### src/common/kwscan_cfg.svh
`ifndef KWSCAN_CFG_SVH
`define KWSCAN_CFG_SVH

// Stream id space
`define KW_STREAM_W 6
`define KW_STREAMS 64

// DFA state holds the matched prefix length
`define KW_STATE_W 4

// Packet counter width per rule
`define KW_COUNT_W 16

// Rules in parallel
`define KW_RULES 2

// Wishbone byte address width
`define KW_WB_ADDR_W 5

// Register map, byte addresses
`define KW_ADDR_EN0_LO 5'h00
`define KW_ADDR_EN0_HI 5'h04
`define KW_ADDR_EN1_LO 5'h08
`define KW_ADDR_EN1_HI 5'h0C
`define KW_ADDR_CNT0 5'h10
`define KW_ADDR_CNT1 5'h14
`define KW_ADDR_FIRED 5'h18

`endif

### src/common/kwscan_pkg.sv
`default_nettype none

`include "kwscan_cfg.svh"

package kwscan_pkg;

  // Token kind, selects how the payload byte is decoded
  typedef enum logic
  {
    TOK_DATA = 1'b0,
    TOK_HDR  = 1'b1
  } tok_kind_e;

  // Header view of the payload byte
  typedef struct packed
  {
    logic                    spare;
    logic                    new_stream;
    logic [`KW_STREAM_W-1:0] sid;
  } tok_hdr_t;

  // Same byte, header fields or one character
  typedef union packed
  {
    tok_hdr_t   hdr;
    logic [7:0] data;
  } tok_payload_u;

  // Top-level input word, 10 bits
  typedef struct packed
  {
    tok_kind_e    kind;
    logic         eop;
    tok_payload_u payload;
  } stream_tok_t;

  // Framer to matcher controls, each field valid for one cycle
  typedef struct packed
  {
    logic                    load_state;
    logic [`KW_STREAM_W-1:0] stream_id;
    logic                    new_stream_id;
    logic [7:0]              char;
    logic                    char_vld;
    logic                    eop;
  } match_ctl_t;

  // Wishbone classic request from master
  typedef struct packed
  {
    logic                     cyc;
    logic                     stb;
    logic                     we;
    logic [`KW_WB_ADDR_W-1:0] adr;
    logic [31:0]              dat;
  } wb_req_t;

  // Wishbone classic response
  typedef struct packed
  {
    logic        ack;
    logic [31:0] dat;
  } wb_rsp_t;

endpackage

`default_nettype wire

### src/hdl/stream_framer.sv
`default_nettype none
`timescale 1ns/1ps

`include "kwscan_cfg.svh"

module stream_framer
  import kwscan_pkg::*;
(
  input  logic        clk,
  input  logic        rst_n,
  input  stream_tok_t tok,
  input  logic        tok_vld,
  output logic        tok_rdy,
  output match_ctl_t  ctl
);

  // Idle waits for a header, data streams characters
  typedef enum logic [1:0]
  {
    ST_IDLE,
    ST_RESTORE,
    ST_DATA,
    ST_DRAIN
  } fr_state_e;

  fr_state_e  state;
  logic [1:0] wait_cnt;
  logic       xfer;

  // Token moves when both sides agree
  assign xfer = tok_vld & tok_rdy;

  always_ff @(posedge clk)
  begin
    if (!rst_n)
    begin
      state    <= ST_IDLE;
      wait_cnt <= '0;
      tok_rdy  <= 1'b0;
      ctl      <= '0;
    end
    else
    begin
      // Strobes last one cycle only
      ctl.load_state <= 1'b0;
      ctl.char_vld   <= 1'b0;
      ctl.eop        <= 1'b0;

      case (state)
        ST_IDLE, ST_DATA:
        begin
          tok_rdy <= 1'b1;
          if (xfer)
          begin
            if (tok.kind == TOK_HDR)
            begin
              // New packet, matcher restores this stream's state
              ctl.load_state    <= 1'b1;
              ctl.stream_id     <= tok.payload.hdr.sid;
              ctl.new_stream_id <= tok.payload.hdr.new_stream;
              // Two stall cycles let the restored state reach the DFA
              tok_rdy  <= 1'b0;
              wait_cnt <= 2'd1;
              state    <= ST_RESTORE;
            end
            else
            begin
              ctl.char     <= tok.payload.data;
              ctl.char_vld <= 1'b1;
              if (tok.eop)
              begin
                // Last character, stall until its accept is through
                tok_rdy  <= 1'b0;
                wait_cnt <= 2'd3;
                state    <= ST_DRAIN;
              end
              else
                state <= ST_DATA;
            end
          end
        end

        ST_RESTORE:
        begin
          if (wait_cnt == 2'd0)
          begin
            tok_rdy <= 1'b1;
            state   <= ST_DATA;
          end
          else
            wait_cnt <= wait_cnt - 2'd1;
        end

        ST_DRAIN:
        begin
          // eop lands three cycles after the last char_vld
          if (wait_cnt == 2'd1)
            ctl.eop <= 1'b1;
          if (wait_cnt == 2'd0)
          begin
            tok_rdy <= 1'b1;
            state   <= ST_IDLE;
          end
          else
            wait_cnt <= wait_cnt - 2'd1;
        end

        default:
          state <= ST_IDLE;
      endcase
    end
  end

endmodule

`default_nettype wire

### src/matcher/literal_dfa.sv
`default_nettype none
`timescale 1ns/1ps

`include "kwscan_cfg.svh"

module literal_dfa #(
  parameter KEYWORD = "GROUP"
)
(
  input  logic                   clk,
  input  logic                   rst_n,
  input  logic [7:0]             char_in,
  input  logic                   char_vld,
  input  logic [`KW_STATE_W-1:0] state_in,
  input  logic                   state_in_vld,
  output logic [`KW_STATE_W-1:0] state_out,
  output logic                   accept
);

  // Keyword length from the literal width, first character in the top byte
  localparam int         KW_LEN     = $bits(KEYWORD) / 8;
  localparam logic [7:0] FIRST_CHAR = KEYWORD[8*KW_LEN-1 -: 8];

  logic [`KW_STATE_W-1:0] state_q;
  logic [7:0]             exp_char;
  logic                   hit;
  logic                   last;

  // Keyword character expected after idx matches
  function automatic logic [7:0] kw_char(input logic [`KW_STATE_W-1:0] idx);
    if (idx < KW_LEN)
      kw_char = KEYWORD[8*(KW_LEN-1-int'(idx)) +: 8];
    else
      kw_char = 8'h00;
  endfunction

  assign exp_char  = kw_char(state_q);
  assign hit       = (char_in == exp_char);
  assign last      = (state_q == `KW_STATE_W'(KW_LEN - 1));
  assign state_out = state_q;

  always_ff @(posedge clk)
  begin
    if (!rst_n)
    begin
      state_q <= '0;
      accept  <= 1'b0;
    end
    else
    begin
      accept <= 1'b0;
      // Restored state wins over any character
      if (state_in_vld)
        state_q <= state_in;
      else if (char_vld)
      begin
        if (hit && last)
        begin
          // Full keyword seen
          accept  <= 1'b1;
          state_q <= '0;
        end
        else if (hit)
          state_q <= state_q + 1'b1;
        // No repeated prefix, so only the first character can restart
        else if (char_in == FIRST_CHAR)
          state_q <= `KW_STATE_W'(1);
        else
          state_q <= '0;
      end
    end
  end

endmodule

`default_nettype wire

### src/matcher/rule_matcher.sv
`default_nettype none
`timescale 1ns/1ps

`include "kwscan_cfg.svh"

module rule_matcher
  import kwscan_pkg::*;
#(
  parameter KEYWORD = "GROUP"
)
(
  input  logic                   clk,
  input  logic                   rst_n,
  input  match_ctl_t             ctl,
  input  logic [`KW_STREAMS-1:0] enable_map,
  output logic [`KW_COUNT_W-1:0] count,
  output logic                   fired
);

  // Saved DFA state per stream id
  logic [`KW_STATE_W-1:0] state_mem [`KW_STREAMS];

  logic [`KW_STATE_W-1:0] state_in;
  logic                   state_in_vld;

  // DFA input and output registers
  logic [7:0]             char_r;
  logic                   char_vld_r;
  logic [`KW_STATE_W-1:0] state_in_r;
  logic                   state_in_vld_r;
  logic [`KW_STATE_W-1:0] state_out;
  logic [`KW_STATE_W-1:0] state_out_r;
  logic                   accept;
  logic                   accept_r;

  logic spec_match;
  logic spec_next;
  logic stream_en;

  // Accept arriving with eop still counts for this packet
  assign spec_next = spec_match | accept_r;
  assign stream_en = enable_map[ctl.stream_id];
  assign fired     = spec_match;

  // Restore on packet start, zero for a fresh stream
  always_ff @(posedge clk)
  begin
    if (!rst_n)
      state_in_vld <= 1'b0;
    else
      state_in_vld <= ctl.load_state;
  end

  always_ff @(posedge clk)
  begin
    if (ctl.load_state)
      state_in <= ctl.new_stream_id ? '0 : state_mem[ctl.stream_id];
  end

  // Save only for enabled streams
  always_ff @(posedge clk)
  begin
    if (ctl.eop && stream_en)
      state_mem[ctl.stream_id] <= state_out_r;
  end

  // One register stage on each side of the DFA
  always_ff @(posedge clk)
  begin
    if (!rst_n)
    begin
      char_vld_r     <= 1'b0;
      state_in_vld_r <= 1'b0;
      accept_r       <= 1'b0;
    end
    else
    begin
      char_vld_r     <= ctl.char_vld;
      state_in_vld_r <= state_in_vld;
      accept_r       <= accept;
    end
  end

  always_ff @(posedge clk)
  begin
    char_r      <= ctl.char;
    state_in_r  <= state_in;
    state_out_r <= state_out;
  end

  // Flag and count, later assignments take priority
  always_ff @(posedge clk)
  begin
    if (!rst_n)
    begin
      count      <= '0;
      spec_match <= 1'b0;
    end
    else
    begin
      if (ctl.load_state)
        spec_match <= 1'b0;
      if (accept_r)
        spec_match <= 1'b1;
      if (ctl.eop)
      begin
        if (stream_en)
        begin
          count      <= count + {{(`KW_COUNT_W-1){1'b0}}, spec_next};
          spec_match <= spec_next;
        end
        else
          // Disabled rule, nothing to report for this packet
          spec_match <= 1'b0;
      end
    end
  end

  literal_dfa #(
    .KEYWORD(KEYWORD)
  ) u_dfa (
    .clk          (clk),
    .rst_n        (rst_n),
    .char_in      (char_r),
    .char_vld     (char_vld_r),
    .state_in     (state_in_r),
    .state_in_vld (state_in_vld_r),
    .state_out    (state_out),
    .accept       (accept)
  );

endmodule

`default_nettype wire

### src/hdl/wb_regs.sv
`default_nettype none
`timescale 1ns/1ps

`include "kwscan_cfg.svh"

module wb_regs
  import kwscan_pkg::*;
(
  input  logic                   clk,
  input  logic                   rst_n,
  input  wb_req_t                wb_req,
  output wb_rsp_t                wb_rsp,
  input  logic [`KW_COUNT_W-1:0] count0,
  input  logic [`KW_COUNT_W-1:0] count1,
  input  logic [`KW_RULES-1:0]   fired,
  output logic [`KW_STREAMS-1:0] enable_map0,
  output logic [`KW_STREAMS-1:0] enable_map1
);

  logic        ack_q;
  logic [31:0] dat_q;
  logic [31:0] rd_data;
  logic        req_new;

  // Request that is not already in its ack cycle
  assign req_new = wb_req.cyc & wb_req.stb & ~ack_q;

  assign wb_rsp = '{ack: ack_q, dat: dat_q};

  // Read mux where unmapped addresses give zero
  always_comb
  begin
    case (wb_req.adr)
      `KW_ADDR_EN0_LO: rd_data = enable_map0[31:0];
      `KW_ADDR_EN0_HI: rd_data = enable_map0[63:32];
      `KW_ADDR_EN1_LO: rd_data = enable_map1[31:0];
      `KW_ADDR_EN1_HI: rd_data = enable_map1[63:32];
      `KW_ADDR_CNT0:   rd_data = {{(32-`KW_COUNT_W){1'b0}}, count0};
      `KW_ADDR_CNT1:   rd_data = {{(32-`KW_COUNT_W){1'b0}}, count1};
      `KW_ADDR_FIRED:  rd_data = {{(32-`KW_RULES){1'b0}}, fired};
      default:         rd_data = 32'h0;
    endcase
  end

  // Single-cycle ack
  always_ff @(posedge clk)
  begin
    if (!rst_n)
      ack_q <= 1'b0;
    else
      ack_q <= req_new;
  end

  always_ff @(posedge clk)
  begin
    if (req_new)
      dat_q <= rd_data;
  end

  // Enable words, counts and fired ignore writes
  always_ff @(posedge clk)
  begin
    if (!rst_n)
    begin
      enable_map0 <= '0;
      enable_map1 <= '0;
    end
    else if (req_new && wb_req.we)
    begin
      case (wb_req.adr)
        `KW_ADDR_EN0_LO: enable_map0[31:0]  <= wb_req.dat;
        `KW_ADDR_EN0_HI: enable_map0[63:32] <= wb_req.dat;
        `KW_ADDR_EN1_LO: enable_map1[31:0]  <= wb_req.dat;
        `KW_ADDR_EN1_HI: enable_map1[63:32] <= wb_req.dat;
        default: ;
      endcase
    end
  end

endmodule

`default_nettype wire

### src/hdl/kwscan_top.sv
`default_nettype none
`timescale 1ns/1ps

`include "kwscan_cfg.svh"

module kwscan_top
  import kwscan_pkg::*;
(
  input  logic        clk,
  input  logic        rst_n,
  input  stream_tok_t tok,
  input  logic        tok_vld,
  output logic        tok_rdy,
  input  wb_req_t     wb_req,
  output wb_rsp_t     wb_rsp
);

  // Shared control to both rules
  match_ctl_t ctl;

  logic [`KW_STREAMS-1:0] enable_map0;
  logic [`KW_STREAMS-1:0] enable_map1;
  logic [`KW_COUNT_W-1:0] count0;
  logic [`KW_COUNT_W-1:0] count1;
  logic [`KW_RULES-1:0]   fired;

  stream_framer u_framer (
    .clk     (clk),
    .rst_n   (rst_n),
    .tok     (tok),
    .tok_vld (tok_vld),
    .tok_rdy (tok_rdy),
    .ctl     (ctl)
  );

  // Rule 0
  rule_matcher #(
    .KEYWORD("GROUP")
  ) u_rule_group (
    .clk        (clk),
    .rst_n      (rst_n),
    .ctl        (ctl),
    .enable_map (enable_map0),
    .count      (count0),
    .fired      (fired[0])
  );

  // Rule 1
  rule_matcher #(
    .KEYWORD("ARTICLE")
  ) u_rule_article (
    .clk        (clk),
    .rst_n      (rst_n),
    .ctl        (ctl),
    .enable_map (enable_map1),
    .count      (count1),
    .fired      (fired[1])
  );

  wb_regs u_regs (
    .clk         (clk),
    .rst_n       (rst_n),
    .wb_req      (wb_req),
    .wb_rsp      (wb_rsp),
    .count0      (count0),
    .count1      (count1),
    .fired       (fired),
    .enable_map0 (enable_map0),
    .enable_map1 (enable_map1)
  );

endmodule

`default_nettype wire

### config.mk
export PLATFORM = sky130hd
export DESIGN_NAME = kwscan_top
export DESIGN_NICKNAME = d
export VERILOG_FILES = /design/src/common/kwscan_pkg.sv /design/src/hdl/stream_framer.sv /design/src/matcher/literal_dfa.sv /design/src/matcher/rule_matcher.sv /design/src/hdl/wb_regs.sv /design/src/hdl/kwscan_top.sv
export VERILOG_INCLUDE_DIRS = /design/src /design/src/common
export SDC_FILE = /design/constraint.sdc
export NUM_CORES = 1
export LEC_CHECK = 0
export CORE_ASPECT_RATIO = 1.25
export CORE_UTILIZATION = 25
export DETAILED_ROUTE_END_ITERATION = 10
export DONT_BUFFER_PORTS = 1
export GPL_ROUTABILITY_DRIVEN = 0
export HOLD_SLACK_MARGIN = 0.03
export SLEW_MARGIN = 20
export SYNTH_ARGS = -nofsm -noshare
export SYNTH_HDL_FRONTEND = slang
export SYNTH_SLANG_ARGS = --single-unit
### constraint.sdc
create_clock -name clk -period 3.8 [get_ports clk]
set_input_delay 0.38 -clock clk [delete_from_list [all_inputs] [get_ports clk]]
set_output_delay 0.38 -clock clk [all_outputs]
set_load 0.005 [all_outputs]
# Yosys cells after proc, flatten, opt, wreduce, memory -nomap -nowiden
# Memory sizes are Yosys's and may differ from the RTL's. A register that Yosys moved wholly into a read port is not among the register bits.
# Cells that the tools add are included.
[word_totals]
wordCells = 153
ram_bits = 512
in_bits = 53
reg_bits = 257
memories = 2
mem_bits_ro = 0
latchBits = 0
[mem_list]
columns = ["name", "depth", "word_bits", "rd", "rd_clocked_by_memory_dff", "write_ports", "line_no", "source"]
rows = [
  ["u_rule_article.state_mem", 64, 4, 1, 1, 1, "rule_matcher.sv:21", "logic [`KW_STATE_W-1:0] state_mem [`KW_STREAMS];"],
  ["u_rule_group.state_mem", 64, 4, 1, 1, 1, "rule_matcher.sv:21", ""],
]
[op_classes]
shifts = 2
reduce_logical = 26
magnitude_cmp = 3
div_mod_pow = 0
multipliers = 0
n_eq_ne = 22
bitwise = 9
n_addsub = 7
n_mux = 49
[op_table]
columns = ["operator", "n"]
rows = [
  ["one-hot mux 32 bit (7 select lines)", 1],
  ["indexed part select 56 x 8 -> 8 bit (first input constant)", 1],
  ["indexed part select 40 x 8 -> 8 bit (first input constant)", 1],
  ["adder 16 x 1 -> 16 bit", 2],
  ["2-to-1 mux 4 bit", 8],
  ["2-to-1 mux 1 bit", 24],
  ["2-to-1 mux 8 bit", 3],
  ["equality test 8 x 7 -> 1 bit (second input constant)", 2],
  ["equality test 8 bit", 2],
  ["2-to-1 mux 2 bit", 8],
  ["equality test 5 bit (second input constant)", 3],
  ["AND reduction 3 bit", 5],
  ["AND reduction 2 bit", 7],
  ["binary-select mux 1 bit (select 6 bit)", 2],
  ["equality test 5 x 4 -> 1 bit (second input constant)", 2],
  ["subtractor 3 x 4 -> 5 bit (first input constant)", 2],
  ["adder 4 x 1 -> 4 bit (second input constant)", 2],
  ["equality test 4 x 3 -> 1 bit (second input constant)", 2],
  ["less-than comparator 4 x 3 -> 1 bit (second input constant)", 2],
  ["!= test 2 x 1 -> 1 bit (second input constant)", 4],
  ["less-than comparator 6 x 7 -> 1 bit (second input constant)", 1],
  ["one-hot mux 2 bit (3 select lines)", 1],
  ["nonzero test 3 bit", 2],
  ["equality test 5 x 3 -> 1 bit (second input constant)", 1],
  ["16 further kinds", 30],
]

# Depth between registers and ports, before layout
# Gate-level depths: netlist of the first run.
[depth]
word_depth = 8
depth_mapped = 13
ltp_nobuf = 10

# By module
# Synthesis of the first run repeated with hierarchy kept, for this count alone.
[unflattened]
cells_unflattened = 2435
area_unflattened_um2 = 32347.3
[modules_own_cells]
columns = ["module", "seq_area_each_um2", "area_each_um2", "n_inst", "cells_per_inst"]
rows = [
  ["rule_matcher at u_rule_article", 8548.2, 11911.4, 1, 784],
  ["rule_matcher at u_rule_group", 8548.2, 11905.2, 1, 784],
  ["wb_regs", 3543.4, 6480.0, 1, 637],
  ["stream_framer", 460.4, 919.6, 1, 92],
  ["literal_dfa at u_rule_article.u_dfa", 100.1, 566.8, 1, 69],
  ["literal_dfa at u_rule_group.u_dfa", 100.1, 564.3, 1, 69],
]

# Worst setup path before layout of the first run
# Ideal clock, no wire load.
[synth_path]
kind = "input to register"
from = "input port wb_req[39] (netlist bit)"
to = "register u_regs.enable_map0[10]"
stages = 7
arrival_ns = 2.821
setup_time_ns = 0.070
path_slack_ns = 0.909
required_ns = 3.730
path_cell_list = "nand2_1 -> nor2_1 -> and3_1 -> clkbuf_1 -> clkbuf_1 -> nand2_1 -> a21oi_1"
[synth_between]
elab_chain_cells = 4
[synth_lines]
columns = ["item", "line_no", "source"]
rows = [
  ["start: declaration", "kwscan_top.sv:14", "input wb_req_t wb_req,"],
  ["bitwise AND 1 bit (2 in a row)", "wb_regs.sv:26", "assign req_new = wb_req.cyc & wb_req.stb & ~ack_q;"],
  ["via u_regs.req_new", "wb_regs.sv:23", "logic req_new;"],
  ["logical AND 1 bit", "wb_regs.sv:68", "else if (req_new && wb_req.we)"],
  ["AND reduction 2 bit (no source line)", "--", ""],
  ["end signal: assignment", "wb_regs.sv:71", "`KW_ADDR_EN0_LO: enable_map0[31:0] <= wb_req.dat;"],
  ["end: declaration", "wb_regs.sv:16", "output logic [`KW_STREAMS-1:0] enable_map0,"],
]
# The timed path passes the listed nets, and every way through them passes these cells.
# A chain may end at the register's enable or synchronous reset.

# Final worst setup path of the first run
[layout_path]
from = "register, netlist name u_framer.ctl[16]"
to = "memory u_rule_group.state_mem[63][1] (netlist bit), enable pin"
[layout_between]
elab_chain_cells = 5
[layout_lines]
columns = ["item", "line_no", "source"]
rows = [
  ["binary-select mux 1 bit (select 6 bit)", "rule_matcher.sv:42", "assign stream_en = enable_map[ctl.stream_id];"],
  ["2-to-1 mux 1 bit (implied by the code)", "rule_matcher.sv:42", ""],
  ["logical AND 1 bit", "rule_matcher.sv:63", "if (ctl.eop && stream_en)"],
  ["2-to-1 mux 1 bit", "rule_matcher.sv:63", ""],
  ["2-to-1 mux 1 bit (implied by the code)", "rule_matcher.sv:64", "state_mem[ctl.stream_id] <= state_out_r;"],
  ["end: declaration", "rule_matcher.sv:21", ""],
]
# Parallel ways exist; a longest one is shown, timed or not. The select of a mux whose other input is x is not followed.

==> results of run 1 <==
path summary, 6_finish.rpt:
check                                 startpoint                       endpoint  slack [ns]  depth (start not counted)
worst min-delay path                      tok[4]               u_framer.ctl[15]        0.05                          2
worst min register to register   u_framer.ctl[3]       u_rule_article.char_r[1]        0.35                          0
worst max register to register  u_framer.ctl[16]  u_rule_group.state_mem[63][1]        0.33                          9
worst max-delay path            u_framer.ctl[16]  u_rule_group.state_mem[63][1]        0.33                          9
where the power goes:
| part | switching, uW | internal (uW) |
|---|---|---|
| Sequential | 51.4 | 9000 |
| Combinational | 340 | 188 |
| Clock | 3430 | 4590 |
per-stage QoR:
stage	hold slack [ns]	setup WS [ns]	area, um2	total power (uW)
5_1_grt	0.04381	0.1657	36830	18080
4_1_cts	0.04323	0.3162	36830	17730
6_report	0.04597	0.3339	36840	17610
2_1_floorplan	0.3233	0.9085	31110	9489
3_3_place_gp	0.3308	0.3549	33700	9691
3_5_place_dp	0.3379	0.2861	33700	9693
kinds of logic (layout without fill, tap and decap cells):
group                      count (synthesis)  count (layout)  synth area share [%]
other                                      0               4                     0
adders and majority gates                 11              11                0.4425
and+or+nand+nor                          760             760                 10.68
DFF                                      777             777                 67.77
AOI/OAI and AO/OA                        639             639                 13.83
muxes                                     79              79                 3.729
xor gates and xnor gates                  24              24                0.6758
buffers and inverters                    201             367                 2.876
metal layers:
layer / vias up / share of wire [%] / track usage (%)
li1: 9627 / - / -
met1: 10790 / 39 / 17.97
met2: 982 / 51 / 26.00
met3: 179 / 6.6 / 2.314
met4: 2 / 3.7 / 6.163
met5: - / 0.014 / 0
registers in the layout, indices dropped and copies added (netlist names), 16 cells and up:
signal and flops:
u_regs.enable_map1 64, u_rule_group.state_mem 256, u_framer.ctl 18, u_rule_article.count 16, u_rule_article.state_mem 256, u_rule_group.count 16, u_regs.enable_map0 64, u_regs.dat_q 32
cells in the mapped netlist (8+ instances only):
cell type | number | share of area (%)
edfxtp_1 | 552 | 53
nand2_1 | 356 | 4.3
dfxtp_1 | 225 | 14
nor2_1 | 211 | 2.5
a22oi_1 | 208 | 5.0
a21oi_1 | 202 | 3.3
clkbuf_1 | 114 | 1.4
a221oi_1 | 53 | 1.5
buf_2 | 46 | 0.74
nand3_1 | 46 | 0.74
a22o_1 | 45 | 1.3
o21ai_0 | 40 | 0.64
a31oi_1 | 37 | 0.74
mux2i_1 | 36 | 1.2
mux4_2 | 28 | 2.0
nand4_1 | 20 | 0.40
and3_1 | 18 | 0.36
nand2b_1 | 18 | 0.36
nor3_1 | 17 | 0.27
mux2_2 | 15 | 0.54
o22ai_1 | 14 | 0.28
or3_1 | 14 | 0.28
xor2_1 | 14 | 0.39
inv_1 | 13 | 0.16
buf_1 | 12 | 0.14
and2_1 | 11 | 0.22
ha_1 | 11 | 0.44
buf_4 | 10 | 0.24
nor2b_1 | 10 | 0.20
xnor2_1 | 10 | 0.28
nor4_1 | 8 | 0.16
timing repair:
item	4_1_cts	5_1_grt
hold buffers	43	0
hold endpoints to repair	160	0
setup buffers	0	0
worst register-to-register path, cell delays in order (launching register included):
cell     delay, ns
dfxtp_1       0.47
buf_4         0.28
nor3b_1       0.48
buf_4         0.26
a22oi_1       0.12
a21oi_1       0.20
nor2_1        0.07
a41o_1        0.31
or2_1         0.53
nor2_1        0.40
final cells by class:
type | instances | area share (%)
flip-flops and latches | 777 | 57.28
multi-input cells | 1513 | 24.93
clock buffers | 109 | 5.951
well taps | 1606 | 5.455
repair buffers | 208 | 4.864
clock inverters | 37 | 1.342
inverters | 13 | 0.1461
diodes | 4 | 0.02717
==> impl_metrics.py, run 1 <==
metrics = {
    "outcome": {
        "outcome": "finished, final reports clean",
    },
    "drt": {
        "vias": 21580,
        "antenna_left": 0,
        "drt_iter0_drc": 2233,
        "wl_um": 95520,
        "avgRoutedWirePerCell_um": 22.39,
        "viasPerCell": 5.057,
        "drc_errors": 0,
        "drtPass1Iterations": 6,
    },
    "clocking": {
        "cts-root-buf": "clkbuf_16",
        "path_clk_slew_ns": 0.06,
        "cts_resized": 0,
        "clk_latency_ns": 0.67,
        "clock-sinks": 777,
        "htree_levels": 3,
        "cts_buffers": 79,
        "cts_tree": "built",
        "clock_path_buffers": 3,
    },
    "sta": {
        "worst_pin_slew_ns": 1.028,
        "min_period_over_period_pct": 91.21,
        "setup_viol": 0,
        "skew_ns": 0.05488,
        "slew_violations": 0,
        "fin_tns_setup_ns": 0,
        "rsz0062_at_grt": "false",
        "max_slew_margin_pct": 31.48,
        "hold_viol": 0,
        "finalCriticalPeriod_ns": 3.466,
        "max_freq_mhz": 288.5,
    },
    "layout": {
        "nets": 2656,
        "areaGrowthSynthToFinish_pct": 18.42,
        "fillers": 12300,
        "drive_above_1_share_pct": 13.51,
        "final_cell_count_no_fill": 4267,
        "multi_input_area_um2": 9184,
        "seq_area_um2": 21100,
        "final_cell_mix": "edfxtp_1, nand2_1, dfxtp_1, a22oi_1, nor2_1",
        "final_core_utilization_pct": 29.85,
        "final_common_cell": "edfxtp_1",
    },
    "worst_setup_path": {
        "path_max_fanout": 13,
        "path_cells": "buf_4 > nor3b_1 > buf_4 > a22oi_1 > a21oi_1 > nor2_1 > a41o_1 > or2_1 > nor2_1",
        "critPathKind": "reg -> reg",
        "end_kind": "flip-flop",
        "crit_arrival_ns": 3.75,
        "startpoint_type": "flip-flop",
        "critical-path-max-stage-delay_ns": 0.52,
        "crit_buf_inv": 2,
        "crit_slowest_cell": "or2_1",
        "critPathTopFamily": "simple AND/OR/NAND/NOR gates",
        "cp.required_ns": 4.09,
    },
    "floorplan": {
        "die_y_um": 396.4,
        "rows": 144,
        "coreArea_um2": 123400,
        "initial_utilization_pct": 25.20,
        "boundaryPins": 87,
        "dieArea_um2": 125800,
        "die_x_um": 317.5,
    },
    "global_route": {
        "track_usage_pct": 14.80,
        "grt_pass1_vias": 21285,
        "grt_max_degree": 82,
        "grt_pass1_wl_um": 141200,
        "antenna_found_initial": 4,
        "grt.overflow.total": 0,
    },
    "logic_synthesis": {
        "ys_types": 67,
        "synth.ff_latch_count": 777,
        "syn_area_um2": 31110,
        "syn_inst": 2491,
        "synthArstFlopShare_pct": 0,
        "ys_seq_area_share_pct": 67.77,
        "syn_avg_cell_area_um2": 12.49,
        "synth_warnings": 0,
        "ys.flop_type": "edfxtp_1",
        "synth_edf_count": 552,
        "mappedNetlistNets": 2555,
    },
    "power_and_ir_drop": {
        "power_leakage_uw": 0.01167,
        "peakVddDrop_mv": 0.4000,
        "p_per_area_nw_per_um2": 477.9,
    },
    "placed_design": {
        "hpwlAfterDp_um": 63240,
        "port_buffers": 0,
        "dp.cells": 4074,
    },
    "worst_hold_path": {
        "min_path_type": "in -> reg",
    },
    "run": {
        "max_cap_viol_count": 0,
    },
}
Note: power is estimated with default switching activity, not from simulation.
==> run 2, diff against run 1 <==
--- a/config.mk
+++ b/config.mk
@@ -15,4 +15,5 @@
 export SLEW_MARGIN = 20
 export SYNTH_ARGS = -nofsm -noshare
 export SYNTH_HDL_FRONTEND = slang
+export SYNTH_HIERARCHICAL = 1
 export SYNTH_SLANG_ARGS = --single-unit
==> run 2 against run 1 <==
Net effect:
- flip-flop and latch count is 11 higher
- fmax grew 0.51%
- hold slack improved by 0.0028 ns
- combinational power rose by 5.7%
- worst setup slack gained 0.018 ns
- non-clock buffer count shrank 12
==> impl_metrics.py, run 2 <==
metrics = {
    "worst_setup_path": {
        "end_kind": "flip-flop",
        "critPathTopFamily": "simple AND/OR/NAND/NOR gates",
        "critPathKind": "reg -> reg",
        "timing.rr.start": "u_framer/ctl[12]",
        "startpoint_type": "flip-flop",
        "path_cells": "buf_4 > and3b_1 > a22oi_1 > a41oi_1 > nor4_1 > a21oi_1",
        "critical-path-max-stage-delay_ns": 0.78,
        "crit_slowest_cell": "dfxtp_2",
        "startpoint": "u_framer/ctl[12]",
        "crit_arrival_ns": 3.79,
        "crit_buf_inv": 1,
        "path_max_fanout": 33,
        "cp.required_ns": 4.14,
    },
    "layout": {
        "final_cell_mix": "edfxtp_1, nand2_1, a22oi_1, dfxtp_1, mux2i_1",
        "stdcell_area_um2": 37950,
        "nets": 2592,
        "final_common_cell": "edfxtp_1",
        "fillers": 13016,
        "drive_above_1_share_pct": 13.71,
        "final_core_utilization_pct": 29.56,
        "reg_top3": "u_rule_article/state_mem (256), u_rule_group/state_mem (256)",
        "areaGrowthSynthToFinish_pct": 17.32,
    },
    "sta": {
        "slew_violations": 0,
        "skew_ns": 0.03430,
        "finalCriticalPeriod_ns": 3.448,
        "setup_viol": 0,
        "hold_viol": 0,
        "worst_pin_slew_ns": 1.130,
        "min_period_over_period_pct": 90.75,
        "max_freq_mhz": 290.0,
        "max_slew_margin_pct": 24.65,
        "rsz0062_at_grt": "false",
        "fin_tns_setup_ns": 0,
    },
    "floorplan": {
        "initial_utilization_pct": 25.20,
        "die_x_um": 323.7,
        "coreArea_um2": 128400,
        "boundaryPins": 87,
        "dieArea_um2": 130800,
        "die_y_um": 404.2,
        "rows": 147,
    },
    "logic_synthesis": {
        "synth_most_common_cell": "edfxtp_1",
        "yosysTopAreaCell": "edfxtp_1",
        "ys_seq_area_share_pct": 65.85,
        "mappedNetlistNets": 2499,
        "synth_common_cells": "edfxtp_1, nand2_1, dfxtp_1",
        "synth_warnings": 6,
        "synth_edf_count": 552,
        "ys.flop_type": "edfxtp_1",
        "synth.area.top_cells": "edfxtp_1, dfxtp_1, a22oi_1",
        "ys_types": 79,
        "synth.top_cell.area_share_pct": 51.24,
        "syn_avg_cell_area_um2": 13.28,
        "syn_inst": 2435,
        "synth.ff_latch_count": 788,
        "synthArstFlopShare_pct": 0,
        "syn_area_um2": 32350,
    },
    "drt": {
        "drtPass1Iterations": 10,
        "drt_iter0_drc": 2288,
        "viasPerCell": 5.024,
        "wl_um": 95140,
        "drc_errors": 0,
        "vias": 21624,
        "antenna_left": 0,
        "avgRoutedWirePerCell_um": 22.11,
    },
    "clocking": {
        "cts_tree": "built",
        "htree_levels": 3,
        "clock-sinks": 788,
        "clock_path_buffers": 3,
        "cts-root-buf": "clkbuf_16",
        "cts_setup_buffers": 0,
        "path_clk_slew_ns": 0.07,
        "cts_buffers": 76,
        "clk_latency_ns": 0.65,
    },
    "global_route": {
        "antenna_found_initial": 4,
        "grt.overflow.total": 0,
        "grt_max_degree": 253,
        "track_usage_pct": 14.18,
        "grt_pass1_vias": 21359,
        "grt_pass1_wl_um": 140400,
    },
    "placed_design": {
        "hpwlAfterDp_um": 61440,
        "placed_area_um2": 34900,
        "port_buffers": 0,
    },
    "outcome": {
        "outcome": "finished, final reports clean",
    },
    "power_and_ir_drop": {
        "power_leakage_uw": 0.01187,
        "p_per_area_nw_per_um2": 467.9,
        "peakVddDrop_mv": 0.3447,
    },
    "worst_hold_path": {
        "hp-start": "wb_req[13]",
        "min_path_type": "in -> reg",
    },
    "run": {
        "max_cap_viol_count": 0,
    },
}
[run 2: changes by cell type in the layout (fill, tap and decap cells not counted), moves of 12 or more]
cell      previous run  this run
nor2_1             207        22
a21oi_1            202        59
mux2i_1             36       167
nor3_1              14       136
nand2_1            356       252
nand2b_1            18        44
a22oi_1            208       233
nand3_1             46        66
a222oi_1             4        23
a221oi_1            53        35
a41oi_1              2        18
a22o_1              45        33
clkbuf_1            22        10
[run 2: what timing repair did]
item                                   4_1_cts  5_1_grt
hold buffers                                41        0
endpoints found under the hold margin      127        0
gates resized for setup                      0        0
[run 2: layout make-up]
type / count / area, um2 / area share, %
tap: 1713 / 2143 / 5.648
inverter: 14 / 52.55 / 0.1385
timing repair buffer: 196 / 1687 / 4.444
multi-input combinational: 1452 / 10110 / 26.65
antenna: 1 / 2.502 / 0.006594
clock inverter: 50 / 638.1 / 1.681
clock buffer: 90 / 1994 / 5.255
sequential: 788 / 21320 / 56.18
[run 2: power by group]
group          switching (uW)  internal (uW)  leakage, uW  total [uW]
Combinational             350            208      0.00377         558
Clock                    3390           4630      0.00128        8020
Sequential               55.9           9120      0.00681        9180
Total                    3790          14000       0.0119       17800
[run 2: routing by layer]
| layer | share of wire (%) | vias up | routed length, um | track usage (%) |
|---|---|---|---|---|
| met5 | 0.014 | - | 13 | 0 |
| met4 | 3.3 | 2 | 3108 | 5.040 |
| met3 | 6.7 | 178 | 6328 | 2.207 |
| met2 | 49 | 900 | 46650 | 24.15 |
| met1 | 41 | 10841 | 39040 | 18.05 |
| li1 | - | 9703 | - | - |
[run 2: kinds of logic after synthesis]
logic type                 Yosys count  share of synthesized area, %
AOI/OAI and AO/OA                  540                         12.39
xor gates and xnor gates            11                        0.2978
adders and majority gates           11                        0.4255
buffers and inverters              195                         3.060
DFF                                788                         65.85
muxes                              195                         6.769
and+or+nand+nor                    695                         11.21
[run 2: metrics by stage]
step	hold WS, ns	std cells	setup slack, ns	total power (uW)
finish	0.04873	4304	0.3516	17760
detailed placement	0.3269	4122	0.5391	9876
CTS	0.03104	4303	0.4956	17900
floorplan	0.3233	2435	1.140	9712
global route	0.04172	4303	0.2865	18270
global placement	0.3254	4122	0.5757	9874
[run 2: worst paths after layout]
| kind | endpoint | slack, ns | cells after the start |
|---|---|---|---|
| hold / removal | u_regs/enable_map0[13] | 0.05 | 2 |
| setup reg to reg | u_rule_group/state_in[0] | 0.35 | 6 |
| hold reg to reg | u_rule_group/state_in_r[3] | 0.34 | 0 |
| setup / recovery | u_rule_group/state_in[0] | 0.35 | 6 |
